File: src/include/rv_core_cfg.svh
`ifndef RV_CORE_CFG_SVH
`define RV_CORE_CFG_SVH

// pc after reset
`define RESET_PC 32'h0000_0000

`define NUM_REGS 32

// data memory depth in words
`define DMEM_WORDS 256

`define EBREAK_WORD 32'h0010_0073

`endif

File: src/hdl/rv_core_pkg.sv
`default_nettype none

package rv_core_pkg;

	typedef enum logic [6:0] {
		op_lui = 7'b0110111,
		op_auipc = 7'b0010111,
		op_jal = 7'b1101111,
		op_jalr = 7'b1100111,
		op_branch = 7'b1100011,
		op_load = 7'b0000011,
		op_store = 7'b0100011,
		op_op_imm = 7'b0010011,
		op_op = 7'b0110011,
		op_system = 7'b1110011
	} opcode_t;

	typedef enum logic [3:0] {
		alu_add,
		alu_sub,
		alu_sll,
		alu_srl,
		alu_sra,
		alu_sltu,
		alu_xor,
		alu_or,
		alu_and,
		alu_pass_b
	} alu_op_t;

	typedef struct packed {
		logic [6:0] funct7;
		logic [4:0] rs2;
		logic [4:0] rs1;
		logic [2:0] funct3;
		logic [4:0] rd;
		opcode_t opcode;
	} r_view_t;

	typedef struct packed {
		logic [11:0] imm;
		logic [4:0] rs1;
		logic [2:0] funct3;
		logic [4:0] rd;
		opcode_t opcode;
	} i_view_t;

	typedef struct packed {
		logic [6:0] imm_hi;
		logic [4:0] rs2;
		logic [4:0] rs1;
		logic [2:0] funct3;
		logic [4:0] imm_lo;
		opcode_t opcode;
	} s_view_t;

	typedef struct packed {
		logic imm12;
		logic [5:0] imm10_5;
		logic [4:0] rs2;
		logic [4:0] rs1;
		logic [2:0] funct3;
		logic [3:0] imm4_1;
		logic imm11;
		opcode_t opcode;
	} b_view_t;

	typedef struct packed {
		logic imm20;
		logic [9:0] imm10_1;
		logic imm11;
		logic [7:0] imm19_12;
		logic [4:0] rd;
		opcode_t opcode;
	} j_view_t;

	// one fetched word, read through each format
	typedef union packed {
		r_view_t r;
		i_view_t i;
		s_view_t s;
		b_view_t b;
		j_view_t j;
	} instr_u;

endpackage

`default_nettype wire

File: src/hdl/idu.sv
`timescale 1ns/1ps
`default_nettype none

module idu
	import rv_core_pkg::*;
(
	input wire instr_u instr,
	output logic [4:0] rs1,
	output logic [4:0] rs2,
	output logic [4:0] rd,
	output logic [31:0] imm,
	output alu_op_t alu_op,
	output logic src2_imm,
	output logic reg_we,
	output logic mem_rd,
	output logic mem_we,
	output logic is_branch,
	output logic is_jal,
	output logic is_jalr,
	output logic is_auipc,
	output logic is_lui,
	output logic is_ebreak,
	output logic [2:0] funct3
);

	logic [31:0] i_imm;
	logic [31:0] s_imm;
	logic [31:0] b_imm;
	logic [31:0] u_imm;
	logic [31:0] j_imm;
	logic [6:0] funct7;

	assign rs1 = instr.r.rs1;
	assign rs2 = instr.r.rs2;
	assign rd = instr.r.rd;
	assign funct3 = instr.r.funct3;
	assign funct7 = instr.r.funct7;

	assign i_imm = {{20{instr.i.imm[11]}}, instr.i.imm};
	assign s_imm = {{20{instr.s.imm_hi[6]}}, instr.s.imm_hi, instr.s.imm_lo};
	assign b_imm = {{20{instr.b.imm12}}, instr.b.imm11, instr.b.imm10_5, instr.b.imm4_1, 1'b0};
	assign u_imm = {instr.r.funct7, instr.r.rs2, instr.r.rs1, instr.r.funct3, 12'b0};
	assign j_imm = {{12{instr.j.imm20}}, instr.j.imm19_12, instr.j.imm11, instr.j.imm10_1, 1'b0};

	always_comb begin
		imm = 32'b0;
		alu_op = alu_pass_b;
		src2_imm = 1'b0;
		reg_we = 1'b0;
		mem_rd = 1'b0;
		mem_we = 1'b0;
		is_branch = 1'b0;
		is_jal = 1'b0;
		is_jalr = 1'b0;
		is_auipc = 1'b0;
		is_lui = 1'b0;
		is_ebreak = 1'b0;
		case (instr.r.opcode)
			op_lui, op_auipc: begin
				imm = u_imm;
				alu_op = alu_add;
				src2_imm = 1'b1;
				reg_we = 1'b1;
				is_lui = (instr.r.opcode == op_lui);
				is_auipc = (instr.r.opcode == op_auipc);
			end
			op_jal: begin
				imm = j_imm;
				reg_we = 1'b1;
				is_jal = 1'b1;
			end
			op_jalr: begin
				imm = i_imm;
				reg_we = (funct3 == 3'b000);
				is_jalr = (funct3 == 3'b000);
			end
			op_branch: begin
				imm = b_imm;
				alu_op = alu_sub;
				is_branch = (funct3 == 3'b000) || (funct3 == 3'b001) || (funct3 == 3'b101);
			end
			op_load: begin
				imm = i_imm;
				alu_op = alu_add;
				src2_imm = 1'b1;
				mem_rd = (funct3 == 3'b010) || (funct3 == 3'b100); // lw, lbu
				reg_we = mem_rd;
			end
			op_store: begin
				imm = s_imm;
				alu_op = alu_add;
				src2_imm = 1'b1;
				mem_we = (funct3 == 3'b000) || (funct3 == 3'b001) || (funct3 == 3'b010);
			end
			op_op_imm: begin
				imm = i_imm;
				src2_imm = 1'b1;
				reg_we = 1'b1;
				case (funct3)
					3'b000: alu_op = alu_add;
					3'b011: alu_op = alu_sltu; // compares against sign-extended imm
					3'b100: alu_op = alu_xor;
					3'b111: alu_op = alu_and;
					3'b001: begin
						alu_op = alu_sll;
						reg_we = (funct7 == 7'b0000000);
					end
					3'b101: begin
						alu_op = funct7[5] ? alu_sra : alu_srl;
						reg_we = (funct7 == 7'b0000000) || (funct7 == 7'b0100000);
					end
					default: reg_we = 1'b0; // slti, ori
				endcase
			end
			op_op: begin
				reg_we = (funct7 == 7'b0000000);
				case (funct3)
					3'b000: alu_op = alu_add;
					3'b001: alu_op = alu_sll;
					3'b011: alu_op = alu_sltu;
					3'b100: alu_op = alu_xor;
					3'b110: alu_op = alu_or;
					3'b111: alu_op = alu_and;
					default: reg_we = 1'b0;
				endcase
			end
			op_system: begin
				is_ebreak = (instr.i.imm == 12'h001) && (rs1 == 5'd0) &&
					(funct3 == 3'b000) && (rd == 5'd0);
			end
			default: ;
		endcase
	end

	a_one_kind: assert final ($isunknown(instr) ||
		$onehot0({mem_rd, mem_we, is_branch, is_jal, is_jalr}));

endmodule

`default_nettype wire

File: config.mk
export PLATFORM = sky130hd
export DESIGN_NAME = idu
export DESIGN_NICKNAME = d
export VERILOG_FILES = /design/src/include/rv_core_cfg.svh /design/src/hdl/rv_core_pkg.sv /design/src/hdl/idu.sv
export SDC_FILE = /design/constraint.sdc
export NUM_CORES = 1
export LEC_CHECK = 0
export ABC_CLOCK_PERIOD_IN_PS = 2500
export BUFFER_PORTS_ARGS = -buffer_cell sky130_fd_sc_hd__clkbuf_2
export CORE_ASPECT_RATIO = 1.25
export CORE_UTILIZATION = 28
export DETAILED_ROUTE_END_ITERATION = 10
export SLEW_MARGIN = 10
export SYNTH_ARGS = -nofsm -noshare
export SYNTH_HDL_FRONTEND = slang
export SYNTH_SLANG_ARGS = --single-unit
File: constraint.sdc
create_clock -name vclk -period 2.5
set_clock_uncertainty 0.05 [all_clocks]
set_input_delay 0.25 -clock vclk [all_inputs]
set_output_delay 0.25 -clock vclk [all_outputs]
set_load 0.01 [all_outputs]
==> impl_results.rst <==
.. list-table::
   :header-rows: 1

   * - Metric
     - Value
   * - Vias
     - 1427
   * - Core Area
     - roughly 3600 um2
   * - Filler instances
     - 400
   * - Final HPWL DP
     - 3167 um
   * - Pre-CTS WS
     - 0.3571 ns
   * - Total number of yosys warnings
     - 0
   * - Number of instances in the synthesized netlist
     - 152
   * - Path type of the worst setup path
     - in2out
   * - Row Count
     - 24
   * - Final Max Tran Viols
     - 0
   * - Final wirelength
     - 3777 um
   * - Slew Limit Headroom
     - between 60% and 70%
   * - Syn Std Cell Area
     - between 1000 and 1500 um2
   * - Worst Max-Slew Pin Slew
     - 0.5113 ns
   * - Number of buffer cells added on primary ports
     - 96
   * - Count of unique library cells instantiated by Yosys
     - 49
   * - Min setup slack post-route
     - about 0.35 ns
   * - Achievable clock frequency
     - 0.4647 GHz
   * - DIE HEIGHT
     - 71.63 um
   * - Crit share post-route
     - 86.07%
   * - Leading cell type in the layout, fill and taps excluded
     - sky130_fd_sc_hd__clkbuf_2
   * - # setup viols final
     - 0
   * - Count of max-cap constraint violations
     - 0
   * - Post-CTS sizing
     - 0
   * - Worst Hold Class
     - in2out
   * - Nets@finish
     - 268
   * - Power Dens Cells
     - 115.5 nW/um2
   * - Routed len/inst
     - 14.15 um
   * - Synthesized netlist net count
     - 190
   * - Routability Congestion
     - approximately 0.84
   * - Drt via density
     - 5.345
   * - Vias in the first global route
     - 1171
   * - Share of synthesized area occupied by flip-flops and latches
     - 0%
   * - Number of diodes
     - 0
   * - Fin. Hold Viols
     - 0
   * - Count of nets left with antenna violations after detail routing
     - 0
   * - Avg Inst Size Synth
     - 7.145 um2
   * - Unrepaired setup endpoints after global routing
     - false
   * - Most frequent cells in the layout
     - 96 x sky130_fd_sc_hd__clkbuf_2, 19 x sky130_fd_sc_hd__a21o_1, 11 x sky130_fd_sc_hd__nor2_1, 9 x sky130_fd_sc_hd__nor2b_1, 6 x sky130_fd_sc_hd__ha_1
   * - Critical path data arrival time
     - approximately 1.9 ns
   * - Delay of the slowest cell on the worst path
     - 0.42 ns
   * - Required time of the critical path
     - 2.20 ns
   * - Overflow after GRT
     - 0
   * - Die ar.
     - about 4100 um2
   * - Pre-antenna DRT Iters
     - 7
   * - Io pins
     - 96
   * - Cell type group with the largest total delay on the critical path
     - simple AND/OR/NAND/NOR gates
   * - Share of final-layout standard cells stronger than drive strength 1
     - 48.68%
   * - Cell Chain, Critical Path
     - clkbuf_2 -> nand3b_4 -> or3_4 -> o32a_1 -> o41ai_2 -> clkbuf_2
   * - Number of post-CTS setup repair buffers
     - 0
   * - Failing checks
     - design-rule violations
   * - Number of hold-repair buffers added at the cts stage
     - 0
   * - Capturing element type of the critical path
     - output pin
   * - Cell repeated most along the worst path
     - sky130_fd_sc_hd__clkbuf_2
   * - Final worst path period need
     - 2.152 ns
   * - Power Total
     - ~0.17 mW
   * - Largest net degree at the start of global routing
     - 17
   * - Die boundary width
     - 57.71 um
   * - Global router's overall resource usage
     - 16.96%
   * - Worst path slowest cell
     - sky130_fd_sc_hd__or3_4
   * - Final-layout clock buffer total
     - 0
   * - Sequential cell area
     - 0 um2
   * - Initial antenna violation count
     - 0
   * - Max VDD drop
     - 0.00006682 V
   * - Startpoint Class
     - input pin
   * - Seq Cell Count
     - 0
   * - Initial Util
     - a little under a third
   * - Post-detailed-route DRC marker count
     - 9
   * - Area added between synthesis and finish
     - 36.98%
   * - Leakage Power
     - 0.9296 nW
   * - Run status
     - complete, but fails checks
   * - Maximum net fanout on the critical path
     - 10
   * - Wire length of the first global-routing pass
     - about 5700 um
   * - Setup total negative slack
     - 0 ns
   * - Detailed router's first-iteration violation count
     - 66
   * - Buffering stage count on the worst path with inverters included
     - 2
==> cells by family (layout without fill, tap and decap cells) <==
kind of cell / count (synthesis) / after routing / share of synthesized area (%)
buffers and inverters: 30 / 106 / 16.93
adder cells (fa/ha/maj): 6 / 6 / 6.912
AO/OA/AOI/OAI: 51 / 51 / 36.75
AND/OR/NAND/NOR: 61 / 61 / 35.48
multiplexers: 4 / 4 / 3.917
==> layout make-up <==
type / count / area [um2] / area share (%)
Inverter: 5 / 18.77 / 1.262
Multi-Input combinational cell: 122 / 902.1 / 60.64
Tap cell: 39 / 48.80 / 3.280
Timing Repair Buffer: 101 / 518.0 / 34.82
==> synth_stat cells, types with 2 or more instances <==
library cell | n | area [um2]
sky130_fd_sc_hd__inv_1 | 5 | 18.77
sky130_fd_sc_hd__nand2b_1 | 3 | 18.77
sky130_fd_sc_hd__buf_4 | 18 | 135.1
sky130_fd_sc_hd__nor2b_1 | 9 | 56.30
sky130_fd_sc_hd__nor3_1 | 5 | 25.02
sky130_fd_sc_hd__a211oi_1 | 3 | 22.52
sky130_fd_sc_hd__nand3b_1 | 2 | 15.01
sky130_fd_sc_hd__and2_1 | 2 | 12.51
sky130_fd_sc_hd__clkbuf_1 | 4 | 15.01
sky130_fd_sc_hd__a21oi_1 | 4 | 20.02
sky130_fd_sc_hd__nor4_1 | 3 | 18.77
sky130_fd_sc_hd__o21ai_0 | 2 | 10.01
sky130_fd_sc_hd__o31ai_1 | 2 | 15.01
sky130_fd_sc_hd__nand3_1 | 5 | 25.02
sky130_fd_sc_hd__nand2_1 | 3 | 11.26
sky130_fd_sc_hd__ha_1 | 6 | 75.07
sky130_fd_sc_hd__buf_2 | 2 | 10.01
sky130_fd_sc_hd__nor2_1 | 11 | 41.29
sky130_fd_sc_hd__a22o_1 | 5 | 43.79
sky130_fd_sc_hd__a22oi_1 | 2 | 15.01
sky130_fd_sc_hd__mux2i_1 | 2 | 20.02
sky130_fd_sc_hd__a21o_1 | 19 | 142.6
sky130_fd_sc_hd__nand4b_1 | 2 | 17.52
sky130_fd_sc_hd__a221oi_1 | 2 | 17.52
sky130_fd_sc_hd__a2111oi_0 | 3 | 26.28
sky130_fd_sc_hd__mux2_2 | 2 | 22.52
sky130_fd_sc_hd__or3_1 | 4 | 25.02
==> where the power goes <==
group          total, mW  switching, mW  leakage, nW  internal (mW)
logic              0.172          0.100        0.930         0.0715
clock network          0              0            0              0
registers              0              0            0              0
==> routing by layer <==
| metal | wire [um] | vias to the layer above | part of all wire, % | track usage (%) |
|---|---|---|---|---|
| li1 | - | 725 | - | - |
| met3 | 244 | 0 | 6.5 | 1.264 |
| met5 | 0 | - | 0 | 0 |
| met1 | 1605 | 639 | 42 | 22.14 |
| met2 | 1927 | 63 | 51 | 32.04 |
| met4 | 0 | 0 | 0 | 0 |
==> stage by stage <==
| step | hold slack (ns) | area (um2) | std cells | utilization (%) |
|---|---|---|---|---|
| after global placement | 0.6690 | 1488 | 267 | 41.28 |
| after floorplan | 0.5418 | 1086 | 152 | - |
| after detailed placement | 0.6707 | 1488 | 267 | 41.28 |
| final | 0.6702 | 1488 | 267 | 41.28 |
| after CTS | 0.6712 | 1488 | 267 | 41.28 |
| after global routing | 0.6810 | 1488 | 267 | 41.28 |
==> worst paths after layout <==
check                 start      to  slack [ns]  depth (start not counted)
hold / removal    instr[18]  rs1[3]        0.67                          2
setup / recovery   instr[3]  reg_we        0.35                          6
No activity file was read; power rests on OpenSTA's default activity.
